File: config.mk
export PLATFORM = sky130hd
export DESIGN_NAME = block_crc16
export DESIGN_NICKNAME = d
export VERILOG_FILES = /design/src/source/dma_pkg.sv /design/src/source/block_crc16.sv
export SDC_FILE = /design/constraint.sdc
export NUM_CORES = 1
export LEC_CHECK = 0
export BUFFER_PORTS_ARGS = -buffer_cell sky130_fd_sc_hd__buf_2
export CORE_MARGIN = 4
export CORE_UTILIZATION = 30
export CTS_CLUSTER_SIZE = 40
export DETAILED_ROUTE_END_ITERATION = 10
export GPL_TIMING_DRIVEN = 1
export PLACE_DENSITY = 0.55
export SYNTH_ARGS = -nofsm -noshare
export SYNTH_HDL_FRONTEND = slang
export SYNTH_SLANG_ARGS = --single-unit
export TNS_END_PERCENT = 1
File: constraint.sdc
create_clock -name clk -period 1.65 [get_ports clk]
set_input_delay 0.165 -clock clk [delete_from_list [all_inputs] [get_ports clk]]
set_output_delay 0.165 -clock clk [all_outputs]
set_load 0.01 [all_outputs]
File: src/source/dma_pkg.sv
package dma_pkg;

	// ----------------------------------------------------------------------
	// Basic widths
	// ----------------------------------------------------------------------

	typedef logic [7:0]  byte_t;            // One data byte off the SPI bus
	typedef logic [15:0] addr_t;            // Buffer address, RAM keeps only the low bits
	typedef logic [3:0]  block_count_t;     // Blocks per request, zero means nothing to do
	typedef logic [15:0] crc_t;             // CRC-16 value

	// ----------------------------------------------------------------------
	// Buffer write port
	// ----------------------------------------------------------------------

	// One byte into the buffer, also seen by the CRC unit
	typedef struct packed {
		logic  en;                          // Single-cycle write strobe
		addr_t addr;                        // Target location
		byte_t data;                        // Byte from the SPI engine
	} ram_write_t;

	// ----------------------------------------------------------------------
	// Sequencer states
	// ----------------------------------------------------------------------

	typedef enum logic [2:0] {
		IDLE,                               // Bus free, waiting for a request
		REQUEST,                            // Kick the SPI engine for one byte
		WAIT_BYTE,                          // Byte in flight
		BLOCK_END,                          // Next block or finish
		DONE                                // Hand the buffer back
	} dma_state_t;

endpackage

File: src/source/block_crc16.sv
`timescale 1ns/1ps

// Per-block CRC-16/CCITT over the buffer write stream
// Polynomial 0x1021, initial value zero, as used on SD data blocks
module block_crc16
	import dma_pkg::*;
#(
	parameter int BLOCK_BYTES = 512         // Bytes per block
)
(
	input  logic         clk,
	input  logic         reset_n,
	input  logic         start,             // Accepted transfer, restarts block numbering
	input  ram_write_t   wr,                // Same stream the buffer sees
	input  logic         block_last,        // Final byte of a block
	output logic         crc_valid,         // Strobe, crc and crc_block valid
	output crc_t         crc,
	output block_count_t crc_block          // Block index inside the transfer
);

	localparam int   POS_W    = $clog2(BLOCK_BYTES);
	localparam crc_t CRC_POLY = 16'h1021;
	localparam crc_t CRC_INIT = 16'h0000;

	crc_t             acc;                  // Running CRC of the current block
	crc_t             crc_next;
	logic [POS_W-1:0] byte_pos;             // Position inside the block
	block_count_t     blk_idx;              // Index of the block being summed

	// Bitwise update, MSB of the byte first
	function automatic crc_t crc_update(input crc_t seed, input byte_t data);
		crc_t c;
		logic fb;
		c = seed;
		for (int i = 7; i >= 0; i--)
		begin
			fb = c[15] ^ data[i];
			c  = {c[14:0], 1'b0};
			if (fb)
				c = c ^ CRC_POLY;
		end
		return c;
	endfunction

	// First byte of a block starts from the init value
	assign crc_next = crc_update((byte_pos == '0) ? CRC_INIT : acc, wr.data);

	always_ff @(posedge clk)
	begin
		if (!reset_n)
		begin
			crc_valid <= 1'b0;
			byte_pos  <= '0;
			blk_idx   <= '0;
			crc_block <= '0;
		end
		else
		begin
			crc_valid <= 1'b0;
			if (start)
			begin
				blk_idx  <= '0;                             // New transfer counts from zero
				byte_pos <= '0;
			end
			if (wr.en)
			begin
				if (block_last)
				begin
					byte_pos  <= '0;
					crc_valid <= 1'b1;
					crc_block <= blk_idx;
					blk_idx   <= blk_idx + block_count_t'(1);
				end
				else
					byte_pos <= byte_pos + POS_W'(1);
			end
		end
	end

	// Result registers
	always_ff @(posedge clk)
	begin
		if (wr.en)
			acc <= crc_next;
		if (wr.en && block_last)
			crc <= crc_next;                                // Held until the next block ends
	end

endmodule

==> summary.txt <==
First-pass DRT Iterations = 4
M3 GR Usage = 2.39%
Layout Cells excl Fill = 345
Netlist cell types = 34
Global placement routability congestion = 0.783
Worst IR Drop VDD = 319 uV
Slew @ Worst Pin = 0.527 ns
Antenna cell count = 0
All-layer global routing usage = 10.4%
Power Dens Cells = 1000 nW/um2
Leak pwr = 1.01 nW
Type of origin of the critical path = flop
Rel. slew slack = 64.7%
Postcts setup bufs = 0
Max cap viols = 0
Synth top cells by count = edfxtp_1, nand2_1, xnor2_1
DR vias = 1508
Worst-path clk slew = 0.10 ns
Synth Flop Type = edfxtp_1
Synthesis-to-layout area growth = 21.6%
Mapped Avg Cell Area = 11.6 um2
Min-delay src = block_last
DR vias/cell = 4.37
Drt total wl = 4340 um
Fin Setup TNS = 0 ns
Crit share post-route = 92.0%
Pins Over Slew Limit = 0
Synth warn = 0
# hold bufs at CTS = 0
CTS tree = built
Kind of critical path = reg2reg
F_max = 0.658 GHz
Hold Fails Final Rpt = 0
CTS Root Cell = clkbuf_8
RSZ-0062 raised after global routing = no
Syn nets = 228
R2R Path Start = byte_pos[0]
Final net count = 277
Power Total = 2.76 mW
Final core occ = 37.9%
Worst reg2reg path depth = 6
First-pass GRT wire length = 7150 um
Top-count cell post-synth = edfxtp_1
Hold path depth = 2
Routed Antenna Nets = 0
Endpoints failing setup = 0
WL per Instance = 12.6 um
Layout cell share with drive strength beyond 1 = 26.0%
Crit. Startpoint = byte_pos[0]
Outcome = finished, final reports clean
Yosys top cell by area = edfxtp_1
Longest Clk Path Bufs = 2
Num CTS Buffers = 5
WP data arrival = 1.56 ns
Syn Std Cell Area = 2270 um2
Post-Synthesis Cells = 196
Port buffer count = 33
GRT met2 Usage = 16.0%
Tightest Hold Check Type = in2reg
Fin Hold WS = 0.156 ns
Die X = 95.0 um
Initial antenna violation count = 0
Largest net degree at the start of global routing = 21
Placed cells = 337
Min Tclk post-route = 1.52 ns
Crit path required time = 1.70 ns
Setup Skew = 0.0108 ns
Largest cells by area after synthesis = edfxtp_1, dfxtp_1, xnor2_1, xor2_1, nand2_1
Starting Density = 31.1%
Total grt overflow = 0
# fillers = 746
CTS sink cnt = 50
CP Max Fanout = 5
Vias in the first global route = 1442
Worst setup EP type = flop
H-tree levels = 2
M1 GR Usage = 14.4%
1st-iter DRT viols = 38
Residual DRC = 0
Post-synth EDFFs = 32
Io pins = 50
HPWL Detailed = 3110 um
Core Region = 7290 um2
Share of Yosys cell area claimed by the top area cell type = 42.3%
Post-synth ARST share = 0%
Sequential fraction of the synthesis area = 58.2%
Die area = 9030 um2
Number of synthesized register bits = 50
FP Rows = 31
Clk_lat worst skew = 0.31 ns
Global route hottest layer = met2
Die Ht = 95.0 um
[registers in the layout (all words and copies together) (netlist names)]
register,count
acc,16
crc,16
byte_pos,9
blk_idx,4
crc_block,4
crc_valid,1
[worst max-delay path, stage by stage (launching register included)]
cell and delay, ns:
dfxtp_2 0.33, inv_1 0.06, ha_1 0.16, nor4b_2 0.21, and2_2 0.25, nor2_1 0.07, xor2_1 0.17
[metal layers]
metal  wire, um  part of all wire (%)
met5          0                     0
met4         49                   1.1
met3        229                   5.3
met2       1980                    46
met1       2070                    48
[final cells by class]
class	count	area, um2	area share [%]
flip-flops and latches	50	1320	47.9
clock inverters	3	43.8	1.59
repair buffers	46	263	9.52
clock buffers	5	68.8	2.49
well taps	99	124	4.49
inverters	4	15.0	0.544
multi-input cells	138	923	33.4
[cells in the final DEF, fill, tap and decap left out, types with 2 or more instances in the layout]
| cell | synthesis | final |
|---|---|---|
| dfxtp_2 | 0 | 2 |
| nand3b_1 | 3 | 3 |
| inv_1 | 3 | 3 |
| a21boi_0 | 11 | 11 |
| nor2_1 | 12 | 12 |
| xnor2_1 | 24 | 24 |
| o2111ai_1 | 2 | 2 |
| dfxtp_1 | 18 | 16 |
| ha_1 | 3 | 2 |
| nor2b_1 | 3 | 3 |
| and3_1 | 2 | 2 |
| clkbuf_8 | 0 | 5 |
| o21ai_0 | 6 | 6 |
| nand3_1 | 7 | 7 |
| or4_1 | 2 | 2 |
| a31oi_1 | 2 | 2 |
| xor2_1 | 16 | 16 |
| buf_2 | 0 | 33 |
| nand2_1 | 27 | 27 |
| edfxtp_1 | 32 | 32 |
| or3_1 | 2 | 2 |
| a21oi_1 | 3 | 3 |
| nor3_1 | 2 | 2 |
| buf_4 | 0 | 13 |
[power by group]
part | total (mW) | switching (mW) | internal (mW)
clock network | 0.883 | 0.428 | 0.455
logic | 0.394 | 0.218 | 0.175
registers | 1.49 | 0.0377 | 1.45
[through the flow]
step	cell area, um2	setup slack [ns]
finish	2760	0.131
global route	2760	0.00937
CTS	2740	0.0159
detailed placement	2630	-0.00973
global placement	2630	-0.0166
floorplan	2270	0.0802
[logic make-up (layout without fill, tap and decap cells)]
kind of cell               count (synthesis)  count (layout)  synth area share [%]
xor gates and xnor gates                  40              40                  15.4
buffers and inverters                      8              58                  1.87
and+or+nand+nor                           69              69                  15.2
AOI/OAI and AO/OA                         26              26                  7.71
DFF                                       50              50                  58.2
adders and majority gates                  3               3                  1.65
[final timing paths]
check / to / slack (ns)
hold / removal: crc_valid / 0.16
hold reg to reg: crc_block[3] / 0.46
setup reg to reg: acc[0] / 0.13
setup / recovery: acc[0] / 0.13
[what timing repair did]
action	in CTS	in global routing
setup endpoints to repair	10	31
hold endpoints to repair	0	0
gates resized for setup	1	5
pin swaps	0	1
(Power assumes the default switching activity.)
