[src/source/dma_pkg.sv]
package dma_pkg;

	// ----------------------------------------------------------------------
	// Basic widths
	// ----------------------------------------------------------------------

	typedef logic [7:0]  byte_t;            // One data byte off the SPI bus
	typedef logic [15:0] addr_t;            // Buffer address, RAM keeps only the low bits
	typedef logic [3:0]  block_count_t;     // Blocks per request, zero means nothing to do
	typedef logic [15:0] crc_t;             // CRC-16 value

	// ----------------------------------------------------------------------
	// Buffer write port
	// ----------------------------------------------------------------------

	// One byte into the buffer, also seen by the CRC unit
	typedef struct packed {
		logic  en;                          // Single-cycle write strobe
		addr_t addr;                        // Target location
		byte_t data;                        // Byte from the SPI engine
	} ram_write_t;

	// ----------------------------------------------------------------------
	// Sequencer states
	// ----------------------------------------------------------------------

	typedef enum logic [2:0] {
		IDLE,                               // Bus free, waiting for a request
		REQUEST,                            // Kick the SPI engine for one byte
		WAIT_BYTE,                          // Byte in flight
		BLOCK_END,                          // Next block or finish
		DONE                                // Hand the buffer back
	} dma_state_t;

endpackage

[src/source/dma_read.sv]
`timescale 1ns/1ps

// Block-read sequencer
// Pulls raw bytes from the SPI engine and writes them in order into the buffer
// While ready is low the buffer belongs to this block
module dma_read
	import dma_pkg::*;
#(
	parameter int BLOCK_BYTES = 512         // Bytes per block
)
(
	input  logic         clk,
	input  logic         reset_n,
	input  logic         start,             // Host request strobe
	input  addr_t        base_addr,         // First buffer location of the transfer
	input  block_count_t nblocks,           // Zero is ignored
	input  logic         byte_done,         // From the SPI engine
	input  byte_t        rx_byte,
	output logic         ready,             // High when idle
	output logic         byte_start,        // To the SPI engine
	output logic         select,            // Chip select, high for the whole transfer
	output ram_write_t   wr,                // Buffer and CRC write stream
	output logic         block_last         // With wr.en of the final byte of a block
);

	localparam int CNT_W = $clog2(BLOCK_BYTES + 1);
	localparam logic [CNT_W-1:0] CNT_FULL = CNT_W'(BLOCK_BYTES);
	localparam logic [CNT_W-1:0] CNT_ONE  = CNT_W'(1);

	dma_state_t       state;
	logic             busy;                 // Transfer owns the buffer
	block_count_t     blocks_left;          // Including the current one
	logic [CNT_W-1:0] byte_cnt;             // Bytes still due in this block
	addr_t            next_addr;            // Where the next byte goes

	// Write port registers
	logic             wr_en;
	addr_t            wr_addr;
	byte_t            wr_data;

	logic             accept;               // Valid request seen in IDLE
	logic             take_byte;            // Byte arrived while waiting

	assign accept    = (state == IDLE) && start && (nblocks != '0);
	assign take_byte = (state == WAIT_BYTE) && byte_done;

	assign ready  = ~busy;
	assign select = busy;

	assign wr = '{en: wr_en, addr: wr_addr, data: wr_data};

	// ----------------------------------------------------------------------
	// Control FSM
	// ----------------------------------------------------------------------

	always_ff @(posedge clk)
	begin
		if (!reset_n)
		begin
			state       <= IDLE;
			busy        <= 1'b0;
			blocks_left <= '0;
			byte_cnt    <= '0;
			byte_start  <= 1'b0;
			wr_en       <= 1'b0;
			block_last  <= 1'b0;
		end
		else
		begin
			// Strobes fall back unless set below
			byte_start <= 1'b0;
			wr_en      <= 1'b0;
			block_last <= 1'b0;

			case (state)
				IDLE:
				begin
					if (accept)
					begin
						blocks_left <= nblocks;
						byte_cnt    <= CNT_FULL;
						busy        <= 1'b1;                // ready drops next cycle
						state       <= REQUEST;
					end
				end

				REQUEST:
				begin
					byte_start <= 1'b1;                     // One byte please
					state      <= WAIT_BYTE;
				end

				WAIT_BYTE:
				begin
					// No timeout, the SPI engine always finishes
					if (byte_done)
					begin
						wr_en      <= 1'b1;
						block_last <= (byte_cnt == CNT_ONE);
						byte_cnt   <= byte_cnt - CNT_ONE;
						if (byte_cnt == CNT_ONE)
							state <= BLOCK_END;             // Block complete
						else
							state <= REQUEST;               // More bytes in this block
					end
				end

				BLOCK_END:
				begin
					byte_cnt <= CNT_FULL;                   // Reload for the next block
					if (blocks_left != block_count_t'(1))
					begin
						blocks_left <= blocks_left - block_count_t'(1);
						state       <= REQUEST;
					end
					else
						state <= DONE;
				end

				DONE:
				begin
					busy        <= 1'b0;                    // Host may read the buffer now
					blocks_left <= '0;
					state       <= IDLE;
				end

				default:
					state <= IDLE;
			endcase
		end
	end

	// ----------------------------------------------------------------------
	// Address and data path
	// ----------------------------------------------------------------------

	always_ff @(posedge clk)
	begin
		if (accept)
			next_addr <= base_addr;                         // Running address starts at base
		if (take_byte)
		begin
			wr_addr   <= next_addr;
			wr_data   <= rx_byte;
			next_addr <= next_addr + addr_t'(1);            // Wraps in the RAM's low bits
		end
	end

endmodule

[config.mk]
export PLATFORM = sky130hd
export DESIGN_NAME = dma_read
export DESIGN_NICKNAME = d
export VERILOG_FILES = /design/src/source/dma_pkg.sv /design/src/source/dma_read.sv
export SDC_FILE = /design/constraint.sdc
export NUM_CORES = 1
export LEC_CHECK = 0
export ABC_AREA = 1
export BUFFER_PORTS_ARGS = -buffer_cell sky130_fd_sc_hd__buf_2
export CAP_MARGIN = 0
export CORE_MARGIN = 1.5
export CORE_UTILIZATION = 49
export DETAILED_ROUTE_END_ITERATION = 8
export PLACE_DENSITY = 0.85
export SLEW_MARGIN = 10
export SYNTH_ARGS = -nofsm -noshare
export SYNTH_HDL_FRONTEND = slang
export SYNTH_SLANG_ARGS = --single-unit
[constraint.sdc]
create_clock -name clk -period 2.1 [get_ports clk]
set_clock_uncertainty 0.05 [all_clocks]
set_input_delay 0.42 -clock clk [delete_from_list [all_inputs] [get_ports clk]]
set_output_delay 0.42 -clock clk [all_outputs]
set_load 0.005 [all_outputs]
==> out/qor.csv <==
metric,value,unit
status,"finished, final reports clean",
Pins Over Slew Limit,0,
ANT nets after route,0,
largest net degree at the start of global routing,33,
IO Pins,61,
Tcrit/Tclk final,0.7996,
DR pass1 iterations,4,
Post-layout nets,442,
"wirelength, routed",5773,µm
RSZ-0062 raised after global routing,no,
area of the multi-input gates,1134,µm²
RD Place Congestion,0.8798,
Detailed Place HPWL,4195,µm
sequential area share after synthesis,0.5569,
startpoint types,register,
CP endpoint kind,register,
post-CTS setup buffers,0,
clock tree from TritonCTS,yes,
Avg WL per Cell,11.98,µm
Crit path required time,2280,ps
number of global-route vias before repair,2252,
Post-Syn Area,2912,µm²
Placed Cells,466,
minimum clock period,1679,ps
PwrDens,961.6,nW/µm²
Residual DRC,0,
final setup fails,0,
core area,5608,µm²
TritonCTS Sinks,61,
vias after detailed routing,2431,
fmax,595.5,MHz
Layout area overhead,20.97,%
clk slew on worst S/H paths,70,ps
Worst Max-Slew Pin Slew,514.0,ps
Die ar.,6414,µm²
final hold violations,0,
GRT Util Overall,0.1968,
first-pass GRT wire length,9542,µm
Main synth FF type,edfxtp_1,
HP Class,input pin to register,
Post-CTS Resized,0,
routed vias/inst,5.044,
unique cell type count in the Yosys netlist,24,
CTS hold repair buffers,0,
syn nets,372,
layout cell share with drive strength beyond 1,0.2171,
Initial Util,0.5192,
"Max FO, Critical Path",10,
"most common cell after layout, fill and taps aside",nand2_1,
clock root cell,clkbuf_8,
Sequential Area,1622,µm²
Ant. Diodes,0,
number of DRC markers in iteration 0,138,
H-tree depth,3,
# port buffers,60,
syn avg cell area,8.691,µm²
Cell Rows,27,
Clock Path Buffers,2,
Die H,80.09,µm
Synth async-reset ratio,0,
initial antenna violation count,0,
TNS Setup,0,ps
WP data arrival,1860,ps
worst-skew pair later-pin latency,330,ps
number of flops mapped to enable cells by yosys,40,
Syn Inst Count,335,
number of synthesis warnings,0,
total CTS buffers,9,
most frequent cells in the layout,"nand2_1, buf_2, nor2_1, edfxtp_1, inv_1",
max cap viols,0,
grt total ovfl,0,
maximum VDD drop,706.3,µV
die width,80.09,µm
Static Leakage,0.001578,µW
worst setup path category,register to register,
number of fill cells,499,
#FFs+latches synth,61,
headroom to the max-slew limit,0.6570,
count of non-filler cells in the finished layout,482,
[worst paths after layout]
path | start | to | slack [ps] | cells after the start
hold reg to reg | next_addr[15] | wr_addr[15] | 430 | 0
setup / recovery | state[2] | blocks_left[3] | 420 | 8
setup reg to reg | state[2] | blocks_left[3] | 420 | 8
hold / removal | rx_byte[2] | wr_data[2] | 210 | 1
[area by class of cell]
class | count | area share
clock buffers | 9 | 0.03517
clock inverters | 7 | 0.02806
inverters | 33 | 0.03517
multi-input cells | 236 | 0.3218
flip-flops and latches | 61 | 0.4604
well taps | 72 | 0.02558
repair buffers | 64 | 0.09378
[synth_stat cells, types with 2 or more instances]
master    count  area [µm²]
nand2_1      93       349.1
nor2_1       50       187.7
edfxtp_1     40        1201
inv_1        29       108.9
nand3_1      26       130.1
dfxtp_1      21       420.4
o21ai_0      16       80.08
a21oi_1      13       65.06
o21ai_1       8       40.04
nand4_1       7       43.79
xor2_1        6       52.55
ha_1          5       62.56
inv_2         4       15.01
xnor2_1       4       35.03
nor3_1        3       15.01
buf_4         2       15.01
[routing by layer]
layer	global-route usage	share of wire	vias up
met2	0.3403	0.49	75
met3	0.06591	0.067	7
li1	-	-	1250
met4	0.06897	0.011	0
met5	0	0	-
met1	0.2265	0.43	1099
[worst max-delay path: stages (launching register included)]
cell and delay (ps):
dfxtp_1 370, inv_1 120, nand3_1 250, nand2_1 140, nand2_1 80, nor2_1 250
inv_1 130, nor2_1 130, nor2_1 50
[report_power, final]
part / switching (µW) / internal [µW]
Sequential: 113 / 1430
Combinational: 432 / 258
Clock: 476 / 673
Total: 1020 / 2370
[state kept, by name, summed over array words and instances (netlist names)]
name and cells:
blocks_left 4, next_addr 16, wr_en 1, wr_addr 16, byte_cnt 10, block_last 1
wr_data 8, select 1, byte_start 1, state 3
[through the flow]
step | setup slack [ps] | hold slack [ps] | power, µW | area [µm²] | utilization
3_5_place_dp | 452.9 | 419.2 | 2256 | 3299 | 0.5884
5_1_grt | 211.8 | 180.8 | 3592 | 3522 | 0.6281
6_report | 420.8 | 206.3 | 3387 | 3522 | 0.6281
2_1_floorplan | 23.01 | 393.1 | 2059 | 2914 | -
4_1_cts | 434.7 | 190.0 | 3407 | 3522 | 0.6281
3_3_place_gp | 489.5 | 412.4 | 2232 | 3299 | 0.5884
[cells by family after synthesis]
group	synth area share
XOR/XNOR	0.03008
buffers and inverters	0.05457
flip-flops	0.5569
adder cells (fa/ha/maj)	0.02149
AO/OA/AOI/OAI	0.06360
AND/OR/NAND/NOR	0.2733
Power figures use the tool's default switching activity.
