`config.mk`:
```
export PLATFORM = sky130hd
export DESIGN_NAME = spi_master
export DESIGN_NICKNAME = d
export VERILOG_FILES = /design/src/source/dma_pkg.sv /design/src/source/spi_master.sv
export SDC_FILE = /design/constraint.sdc
export NUM_CORES = 1
export LEC_CHECK = 0
export BUFFER_PORTS_ARGS = -buffer_cell sky130_fd_sc_hd__buf_4
export CAP_MARGIN = 10
export CORE_ASPECT_RATIO = 0.5
export CORE_MARGIN = 5
export CORE_UTILIZATION = 25
export CTS_BUF_LIST = sky130_fd_sc_hd__clkbuf_8
export DETAILED_ROUTE_END_ITERATION = 16
export GPL_TIMING_DRIVEN = 0
export PLACE_DENSITY = 0.45
export SLEW_MARGIN = 5
export SYNTH_ARGS = -nofsm -noshare
export SYNTH_HDL_FRONTEND = slang
export SYNTH_SLANG_ARGS = --single-unit
export TNS_END_PERCENT = 5
```
`constraint.sdc`:
```
create_clock -name clk -period 2.15 [get_ports clk]
set_clock_uncertainty 0.05 [all_clocks]
set_input_delay 0.1075 -clock clk [delete_from_list [all_inputs] [get_ports clk]]
set_output_delay 0.1075 -clock clk [all_outputs]
set_load 0.01 [all_outputs]
```
`src/source/dma_pkg.sv`:
```
package dma_pkg;

	// ----------------------------------------------------------------------
	// Basic widths
	// ----------------------------------------------------------------------

	typedef logic [7:0]  byte_t;            // One data byte off the SPI bus
	typedef logic [15:0] addr_t;            // Buffer address, RAM keeps only the low bits
	typedef logic [3:0]  block_count_t;     // Blocks per request, zero means nothing to do
	typedef logic [15:0] crc_t;             // CRC-16 value

	// ----------------------------------------------------------------------
	// Buffer write port
	// ----------------------------------------------------------------------

	// One byte into the buffer, also seen by the CRC unit
	typedef struct packed {
		logic  en;                          // Single-cycle write strobe
		addr_t addr;                        // Target location
		byte_t data;                        // Byte from the SPI engine
	} ram_write_t;

	// ----------------------------------------------------------------------
	// Sequencer states
	// ----------------------------------------------------------------------

	typedef enum logic [2:0] {
		IDLE,                               // Bus free, waiting for a request
		REQUEST,                            // Kick the SPI engine for one byte
		WAIT_BYTE,                          // Byte in flight
		BLOCK_END,                          // Next block or finish
		DONE                                // Hand the buffer back
	} dma_state_t;

endpackage

```
`src/source/spi_master.sv`:
```
`timescale 1ns/1ps

// Mode-0 SPI byte exchanger, receive only
// Clock idles low, miso is sampled on rising sclk edges, MSB first
module spi_master
	import dma_pkg::*;
#(
	parameter int CLK_DIV = 4               // clk cycles per sclk half-period
)
(
	input  logic  clk,
	input  logic  reset_n,
	input  logic  byte_start,               // Strobe, begins one 8-bit exchange
	input  logic  miso,
	input  logic  select,                   // Registered chip select from the sequencer
	output logic  byte_done,                // Strobe, rx_byte valid in this cycle
	output byte_t rx_byte,
	output logic  sclk,
	output logic  mosi,
	output logic  cs_n
);

	localparam int DIV_W = $clog2(CLK_DIV + 1);
	localparam logic [DIV_W-1:0] DIV_LAST = DIV_W'(CLK_DIV - 1);

	logic             active;               // Byte exchange in progress
	logic [DIV_W-1:0] div_cnt;              // Half-period timer
	logic [2:0]       bit_cnt;              // Bits completed in this byte
	logic             half_end;             // Last clk cycle of a half-period
	byte_t            shift;                // Receive shift register

	assign half_end = active && (div_cnt == DIV_LAST);

	// Card sees all ones while we read
	assign mosi = 1'b1;

	// Select is already registered upstream
	assign cs_n = ~select;

	assign rx_byte = shift;

	// ----------------------------------------------------------------------
	// Clock generation and bit counting
	// ----------------------------------------------------------------------

	always_ff @(posedge clk)
	begin
		if (!reset_n)
		begin
			active    <= 1'b0;
			div_cnt   <= '0;
			bit_cnt   <= '0;
			sclk      <= 1'b0;
			byte_done <= 1'b0;
		end
		else
		begin
			byte_done <= 1'b0;                              // Strobe by default

			if (!active)
			begin
				if (byte_start)
				begin
					active  <= 1'b1;
					div_cnt <= '0;
					bit_cnt <= '0;
				end
			end
			else if (half_end)
			begin
				div_cnt <= '0;
				sclk    <= ~sclk;                           // Toggle every half-period

				// Falling edge closes a bit
				if (sclk)
				begin
					bit_cnt <= bit_cnt + 3'd1;
					if (bit_cnt == 3'd7)
					begin
						active    <= 1'b0;                  // Eighth falling edge, byte over
						byte_done <= 1'b1;
					end
				end
			end
			else
				div_cnt <= div_cnt + DIV_W'(1);
		end
	end

	// ----------------------------------------------------------------------
	// Receive data path
	// ----------------------------------------------------------------------

	// Shift in on the clk edge that raises sclk, miso is stable here
	always_ff @(posedge clk)
	begin
		if (half_end && !sclk)
			shift <= {shift[6:0], miso};                    // MSB arrives first
	end

endmodule

```
==> metrics, run 1 <==
outcome complete, no violations; dpl cell area roughly 840 sq um; die height approximately 47 um; routed wl met2 around 540 um; Worst path depth 3; Setup crit end kind flip-flop; Worst Path Max Fanout 9; gpl congestion between 0.7 and 0.8; die area a little under 4000 sq um; Least-Margin Pin Slew around 0.7 ns; post-synthesis instance total 55; start point of the critical path div_cnt[0]; gr ovfl total 0; Residual DRC 0; slack of the critical path approximately 0.45 ns; CTS buffer count 3; Post-Route Setup TNS 0 ns; first-pass GRT wire length 1.82 mm; initial antenna violation count 0; pre-CTS setup slack 0.436 ns; peak supply drop around 0.21 mV; H-tree depth 1; Area Growth Syn to Fin 31.6%; share of post-route cells with drive strength above 1 0.320; nets@finish 84; ANT cells 0; Crit path max-delay family simple AND/OR/NAND/NOR gates; worst r2r dst rx_byte[0]; R2R setup slack roughly 0.45 ns; core area 2600 sq um; synthesized area per cell 12.4 sq um; crit path launch type flip-flop; Detailed Routing Iterations Pass 1 4; vias after detailed routing about 460; Filler Cell Count ~270; crit path kind flip-flop to flip-flop; max_slew headroom 0.529; vias in the first global route 407; min cycle time layout approximately 1.7 ns; unique cell type count in the Yosys netlist 26; MaxCap Viol Count 0; worst endpoint required time 1.98 ns; min-delay worst type input pin to flip-flop; metal3 WL ~80 um; final core occ 0.345; hold_sp reset_n; initial DRC count 14; yosys warns 0; pwr dens ~680 nW/um^2; max incr delay on CP 0.55 ns; Hold Fails Final Rpt 0; largest net degree at the start of global routing 11; RR Startpoint div_cnt[0]; Initial Util 0.262; most frequent cells in the layout buf_4 (16), dfxtp_1 (9), edfxtp_1 (8), nor2_1 (4), nand2_1 (4); num rows 13; average wire per standard cell roughly 10 um; Max Used Layer met4; Seq/Total Area, Yosys 0.617; R2R depth 3; Final Instance Area approximately 900 sq um; Slew Viols, Final 0; Critical Path AT about 1.5 ns; Routed Antenna Nets 0; via density per instance around 4.1; static leakage a little under 0.0004 uW; Final setup viols 0; GR Util All Layers 0.0595; slowest stage cell, crit path nor2_1; most common cell after layout, fill and taps aside buf_4; Reg clk slew, reported paths around 0.060 ns; CP bufs+invs 0; CTS root buffer clkbuf_8; worst setup path end rx_byte[0]; Die Span X roughly 84 um; Synth Register Bits 17; Period Utilization, post-route 0.791; FMAX about 600 MHz; Ports 17; post-DP HPWL 877 um; WL met1 502 um; post-synth design cell area around 700 sq um; port buffer count 15; RSZ-0062 raised after global routing false; final WL around 1.1 mm; CTS tree done; clock buffer depth 2; clk_lat worst skew 0.25 ns; syn_nets 63; clock sinks 17; crit path cell chain ha_1 -> nand3b_1 -> nor2_1
==> registers in the layout, summed over array words and instances, names as in the netlist <==
signal,cells
rx_byte,8
bit_cnt,3
div_cnt,3
active,1
byte_done,1
sclk,1
==> report_power, final <==
group | switching [uW] | internal (uW) | total [uW]
Clock | 106 | 128 | 234
Combinational | 15.8 | 18.0 | 33.8
Sequential | 2.07 | 340 | 342
==> cells in the mapped netlist <==
cell type | instances | area (sq um)
a21boi_1 | 1 | 7.51
a21oi_1 | 2 | 10.0
a31oi_1 | 1 | 6.26
and2_1 | 1 | 6.26
and3_1 | 2 | 12.5
buf_2 | 1 | 5.00
buf_4 | 1 | 7.51
buf_6 | 1 | 11.3
conb_1 | 1 | 3.75
dfxtp_1 | 9 | 180
edfxtp_1 | 8 | 240
ha_1 | 3 | 37.5
inv_1 | 1 | 3.75
nand2_1 | 4 | 15.0
nand2b_1 | 1 | 6.26
nand2b_4 | 1 | 13.8
nand3_1 | 1 | 5.00
nand3b_1 | 2 | 15.0
nand4_1 | 2 | 12.5
nand4b_4 | 1 | 23.8
nor2_1 | 4 | 15.0
nor2b_1 | 1 | 6.26
nor3b_1 | 1 | 7.51
o21a_1 | 2 | 15.0
o21ai_0 | 1 | 5.00
o21ai_1 | 2 | 10.0
==> logic make-up (layout without fill, tap and decap cells) <==
| family | Yosys count | in the layout | synth area share |
|---|---|---|---|
| other | 1 | 1 | 0.00550 |
| AO/OA/AOI/OAI | 9 | 9 | 0.0789 |
| flip-flops | 17 | 17 | 0.617 |
| adder cells (fa/ha/maj) | 3 | 3 | 0.0551 |
| buffers and inverters | 4 | 24 | 0.0404 |
| AND/OR/NAND/NOR | 21 | 21 | 0.204 |
==> what timing repair did <==
action                                  CTS  global route
endpoints found under the setup margin    0             0
gates resized for setup                   0             0
buffers inserted                          0             0
hold buffers                              1             0
hold endpoints to repair                  1             0
==> worst reg2reg max path: stages (launching register included) <==
cell	delay, ns
dfxtp_1	0.35
ha_1	0.27
nand3b_1	0.12
nor2_1	0.55
==> routing by layer <==
metal,track usage,vias to the layer above
met3,0.0280,2
met2,0.101,17
met1,0.0664,206
met5,0,-
met4,0.0288,0
li1,-,232
==> worst min-delay path by stage <==
stage / endpoint / slack (ns) / cells after the start
after CTS: bit_cnt[2] / 0.07 / 3
after global placement: rx_byte[0] / 0.24 / 1
after floorplan: rx_byte[0] / 0.16 / 0
final: bit_cnt[2] / 0.07 / 3
after detailed placement: rx_byte[0] / 0.24 / 1
after global routing: bit_cnt[2] / 0.08 / 3
==> through the flow <==
stage          power, uW  cells  hold WS [ns]
2_1_floorplan        369     55         0.156
3_3_place_gp         380    107         0.236
3_5_place_dp         381    107         0.238
4_1_cts              616    112        0.0715
5_1_grt              636    112        0.0772
6_report             610    112        0.0741
==> area by class of cell <==
cell class / instances / area [sq um] / area share
Buffer: 3 / 23.8 / 0.0265
Sequential cell: 17 / 420 / 0.469
Clock inverter: 1 / 5.00 / 0.00558
Clock buffer: 3 / 41.3 / 0.0460
Timing Repair Buffer: 16 / 123 / 0.137
Inverter: 1 / 3.75 / 0.00418
Tap cell: 37 / 46.3 / 0.0516
Multi-Input combinational cell: 34 / 234 / 0.261
Note: power is estimated with default switching activity, not from simulation.
==> inputs of run 2 (changes only) <==
--- a/config.mk
+++ b/config.mk
@@ -5,6 +5,7 @@
 export SDC_FILE = /design/constraint.sdc
 export NUM_CORES = 1
 export LEC_CHECK = 0
+export ABC_AREA = 1
 export BUFFER_PORTS_ARGS = -buffer_cell sky130_fd_sc_hd__buf_4
 export CAP_MARGIN = 10
 export CORE_ASPECT_RATIO = 0.5
@@ -13,7 +14,7 @@
 export CTS_BUF_LIST = sky130_fd_sc_hd__clkbuf_8
 export DETAILED_ROUTE_END_ITERATION = 16
 export GPL_TIMING_DRIVEN = 0
-export PLACE_DENSITY = 0.45
+export PLACE_DENSITY = 0.46
 export SLEW_MARGIN = 5
 export SYNTH_ARGS = -nofsm -noshare
 export SYNTH_HDL_FRONTEND = slang
==> constraint.sdc (replaced) <==
create_clock -name clk -period 1.46 [get_ports clk]
set_clock_uncertainty 0.05 [all_clocks]
set_input_delay 0.073 -clock clk [delete_from_list [all_inputs] [get_ports clk]]
set_output_delay 0.073 -clock clk [all_outputs]
set_load 0.01 [all_outputs]
==> run 2 against run 1 <==
First-iteration DRC count is 21% higher. Count of clock-buffer cells in the layout unchanged. Non-clock buffer count is 1 lower. Critical path type unchanged. Critical endpoint is now rx_byte[3]. Largest power group unchanged.
==> metrics, run 2 <==
outcome complete, no violations; Clk network pwr share 0.386; slack of the critical path 0.0772 ns; share of post-route cells with drive strength above 1 0.383; synthesized area per cell between 10 and 15 sq um; clk_lat worst skew between 0.2 and 0.3 ns; clock sinks 17; unique cell type count in the Yosys netlist 19; Placed Cells 113; Area Growth Syn to Fin 35.3%; fraction of registers with async set/reset 0; via density per instance about 4.1; peak supply drop 0.299 mV; Die Span X about 84 um; worst setup path end rx_byte[3]; worst r2r dst rx_byte[3]; CTS root buffer clkbuf_8; Setup crit end kind flip-flop; NetSw ~190 uW; final core occ 0.356; gr ovfl total 0; main flop type after synthesis dfxtp_1; Synth area leaders edfxtp_1 (35%), dfxtp_1 (26%), ha_1 (5.5%); most frequent cells in the layout buf_4 (16), dfxtp_1 (8), edfxtp_1 (8), inv_1 (7); H-tree depth 1; Setup Buffers After CTS 0; combinational group share of total power 0.054; worst endpoint required time 1.35 ns; cell with the most instances after synthesis dfxtp_1; Hold Fails Final Rpt 0; Post-synth EDFFs 8; yosys warns 0; initial DRC count 17; nets@finish 90; Worst Path Max Fanout 8; GR Util All Layers 0.0706; num rows 13; Final setup viols 0; pwr dens about 970 nW/um^2; post-synth design cell area 684 sq um; initial antenna violation count 0; ANT cells 0; final std cells w/o fill approximately 120; worst hold slack 0.0340 ns; Yosys top cell by area edfxtp_1; CTS tree done; first-pass GRT wire length 2.01 mm; Internal ~710 uW; CTS buffer count 3; Ports 17; Residual DRC 0; min-delay worst type input pin to flip-flop; die area approximately 3900 sq um; R2R depth 5; post-DP HPWL about 960 um; MaxCap Viol Count 0; vias after detailed routing approximately 480; largest net degree at the start of global routing 11; core area roughly 2600 sq um; final WL 1.25 mm; start point of the critical path div_cnt[1]; port buffer count 15; R2R setup slack about 0.077 ns; RSZ-0062 raised after global routing false; post-synthesis instance total 61; FMAX between 700 and 800 MHz; average wire per standard cell roughly 11 um; top post-synthesis cells by count dfxtp_1 (9), edfxtp_1 (8), inv_1 (7), a21oi_1 (6), nand2_1 (6); switching share of power 0.209; Initial Util 0.263; vias in the first global route 461; max reg flops 8; gpl congestion about 0.81; static leakage roughly 0.00037 uW; clock buffer depth 2; syn_nets slightly below 70; crit path kind flip-flop to flip-flop; Synth Register Bits 17; die height between 40 and 50 um; crit path launch type flip-flop; Slew Viols, Final 0; Seq pwr share 0.559; pre-CTS setup slack -0.0643 ns; Routed Antenna Nets 0; Seq/Total Area, Yosys 0.614; Detailed Routing Iterations Pass 1 4; RR Startpoint div_cnt[1]; Period Utilization, post-route 0.947; post-synth top area share 0.351; min cycle time layout 1.38 ns; most common cell after layout, fill and taps aside buf_4; Reg clk slew, reported paths 0.07 ns; Critical Path AT 1.27 ns
-- run 2: cell types whose count changed after synthesis, sizes merged, moves of 2 or more --
| cell | change |
|---|---|
| nand2b | -2 |
| nor3 | +2 |
| nand3b | -2 |
| inv | +7 |
| and3 | -2 |
| nand2 | +4 |
| o21a | -2 |
| a21oi | +5 |
| nand3 | +4 |
| o21ai | -3 |
-- run 2: cell families (layout without fill, tap and decap cells) --
group                      count (synthesis)  in the layout  share of synthesized area
and+or+nand+nor                           23             23                      0.197
DFF                                       17             17                      0.614
buffers and inverters                     10             30                     0.0713
AOI/OAI and AO/OA                          7              7                     0.0567
adders and majority gates                  3              3                     0.0549
other                                      1              1                    0.00548
-- run 2: critical path: stages, from the launching register on --
cell,delay [ns]
dfxtp_1,0.37
ha_4,0.17
inv_2,0.05
nor2_4,0.12
nand2_4,0.10
nor2_4,0.21
-- run 2: how the worst min path moves through the flow --
stage | from | end | slack, ns | depth (start not counted)
CTS | reset_n | bit_cnt[0] | 0.02 | 3
floorplan | miso | rx_byte[0] | 0.12 | 0
detailed placement | miso | rx_byte[0] | 0.20 | 1
global placement | miso | rx_byte[0] | 0.20 | 1
global route | reset_n | bit_cnt[0] | 0.03 | 3
finish | reset_n | bit_cnt[0] | 0.03 | 3
-- run 2: metrics by stage --
| stage | cell area, sq um | TNS [ns] | power, uW |
|---|---|---|---|
| 5_1_grt | 926 | 0 | 950 |
| 3_5_place_dp | 851 | -0.513 | 559 |
| 3_3_place_gp | 851 | -0.236 | 557 |
| 6_report | 926 | 0 | 903 |
| 4_1_cts | 925 | 0 | 923 |
| 2_1_floorplan | 692 | 0 | 541 |
-- run 2: what timing repair did --
action | CTS | global route
hold buffers | 1 | 0
endpoints found under the setup margin | 8 | 8
endpoints found under the hold margin | 1 | 0
gates resized for setup | 3 | 1
pin swaps | 1 | 1
-- run 2: power groups by stage --
stage	clock network, uW	registers, uW	logic, uW
2_1_floorplan	0	513	27.2
3_3_place_gp	0	513	43.3
3_5_place_dp	0	514	45.4
4_1_cts	370	504	49.3
5_1_grt	391	505	54.5
6_report	349	505	49.1
-- run 2: layout make-up --
type	instances	area [sq um]
Tap cell	37	46.3
Clock buffer	3	41.3
Buffer	2	18.8
Fill cell	277	1680
Multi-Input combinational cell	34	240
Timing Repair Buffer	16	123
Clock inverter	1	5.00
Sequential cell	17	422
Inverter	8	30.0
-- run 2: per-layer routing --
layer	part of all wire	track usage	vias to the layer above
li1	-	-	246
met1	0.43	0.0666	214
met2	0.47	0.125	14
met3	0.070	0.0403	4
met4	0.029	0.0481	0
met5	0	0	-
==> inputs of run 3 (changes only) <==
--- a/config.mk
+++ b/config.mk
@@ -9,12 +9,13 @@
 export BUFFER_PORTS_ARGS = -buffer_cell sky130_fd_sc_hd__buf_4
 export CAP_MARGIN = 10
 export CORE_ASPECT_RATIO = 0.5
-export CORE_MARGIN = 5
+export CORE_MARGIN = 1
 export CORE_UTILIZATION = 25
 export CTS_BUF_LIST = sky130_fd_sc_hd__clkbuf_8
 export DETAILED_ROUTE_END_ITERATION = 16
 export GPL_TIMING_DRIVEN = 0
 export PLACE_DENSITY = 0.46
+export REMOVE_ABC_BUFFERS = 1
 export SLEW_MARGIN = 5
 export SYNTH_ARGS = -nofsm -noshare
 export SYNTH_HDL_FRONTEND = slang
==> run 3 against run 2 <==
Register-to-register slack gained 0.02 ns. Cell count decreased by 3.4%. First-iteration DRC count increased by 41%. Sequential power increased by 1%. Global-route usage up 2.3 points. Total power shrank 2.2%. Fmax increased by 1.2%. Count of clock-buffer cells in the layout stayed put.
==> metrics, run 3 (synthesized netlist as in run 2, its figures left out) <==
Max Used Layer met4; Setup crit end kind flip-flop; Worst Path Max Fanout 8; Routed Antenna Nets 0; Final setup viols 0; R2R depth 5; final core occ 0.377; routed wl met2 between 500 and 600 um; core area 2400 sq um; Critical Path AT around 1.3 ns; slowest stage cell, crit path dfxtp_2; pre-CTS setup slack -0.401 ns; worst hold slack 0.0210 ns; total power a little under 900 uW; crit path launch type flip-flop; Reg clk slew, reported paths around 0.060 ns; num rows 12; max reg flops 8; die height 39.0 um; vias after detailed routing ~470; port buffer count 15; post-DP HPWL 878 um; share of post-route cells with drive strength above 1 0.367; first-pass GRT wire length 1.90 mm; CTS tree done; min-delay worst type input pin to flip-flop; MaxCap Viol Count 0; worst endpoint required time around 1.3 ns; Period Utilization, post-route 0.936; CTS root buffer clkbuf_8; Setup Buffers After CTS 0; ANT cells 0; CP dominant cell by count nor2_4; largest net degree at the start of global routing 10; CP bufs+invs 1; outcome complete, no violations; initial DRC count 24; final WL between 1 and 1.5 mm; average wire per standard cell 10.0 um; max incr delay on CP roughly 0.36 ns; H-tree depth 1; initial antenna violation count 0; GR Util All Layers 0.0938; gpl congestion roughly 0.73; clock sinks 17; CTS buffer count 3; most common cell after layout, fill and taps aside buf_4; Residual DRC 0; metal3 WL roughly 60 um; Initial Util 0.285; Ports 17; static leakage about 0.00036 uW; peak supply drop 0.315 mV; pwr dens 975 nW/um^2; Die Span X approximately 76 um; Slew Viols, Final 0; slack of the critical path ~0.093 ns; crit path kind flip-flop to flip-flop; Worst path depth 5; most frequent cells in the layout buf_4 (15), inv_1 (8), edfxtp_1 (8), dfxtp_1 (7); FMAX approximately 730 MHz; RSZ-0062 raised after global routing false; Hold Fails Final Rpt 0; clock buffer depth 2; nets@finish 88; Crit path max-delay family simple AND/OR/NAND/NOR gates; via density per instance 4.11; Detailed Routing Iterations Pass 1 4; die area between 2000 and 3000 sq um; Hold Path Cell Cnt 3; vias in the first global route 430; min cycle time layout approximately 1.4 ns; clk_lat worst skew 0.25 ns; WL met1 between 400 and 500 um; crit path cell chain ha_4 -> inv_2 -> nor2_4 -> nand2_4 -> nor2_4; Area Growth Syn to Fin 32.2%; gr ovfl total 0
==> run 3: changes by cell type in the layout (fill, tap and decap cells not counted), sizes merged <==
cell and delta:
inv +1, clkinv -1, buf -2
==> run 3: worst paths after layout <==
kind	slack, ns	start	endpoint
setup / recovery	0.09	div_cnt[0]	rx_byte[7]
hold / removal	0.02	reset_n	bit_cnt[0]
setup reg to reg	0.09	div_cnt[0]	rx_byte[7]
hold reg to reg	0.40	rx_byte[2]	rx_byte[3]
==> run 3: tightest hold or removal path, cell delays in order <==
cell	delay, ns
buf_4	0.12
nand2_1	0.05
nor2_1	0.03
==> run 3: cell type report <==
type	instances	area, sq um
well taps	35	43.8
clock inverters	1	3.75
fillers	252	1500
repair buffers	16	123
flip-flops and latches	17	423
clock buffers	3	41.3
inverters	8	30.0
multi-input cells	34	240
==> run 3: through the flow <==
step | setup TNS (ns) | instances | instance area [sq um]
after floorplan | -1.35 | 59 | 666
final | 0 | 114 | 905
after detailed placement | -3.21 | 109 | 822
after CTS | 0 | 114 | 900
after global placement | -2.95 | 109 | 822
after global routing | 0 | 114 | 905
==> run 3: timing repair <==
item,in CTS,in global routing
pin swaps,2,1
endpoints found under the hold margin,1,0
hold buffers,1,0
setup endpoints to repair,8,8
gates resized for setup,6,1
==> run 3: layer usage <==
metal  global-route usage  vias to the layer above
met5                    0                        -
li1                     -                      240
met1               0.0956                      215
met4               0.0577                        0
met2                0.161                       12
met3               0.0494                        2
==> run 3: where the power goes <==
part | total, uW | internal [uW] | switching, uW
clock network | 336 | 186 | 149
registers | 511 | 501 | 9.88
logic | 35.9 | 18.1 | 17.9
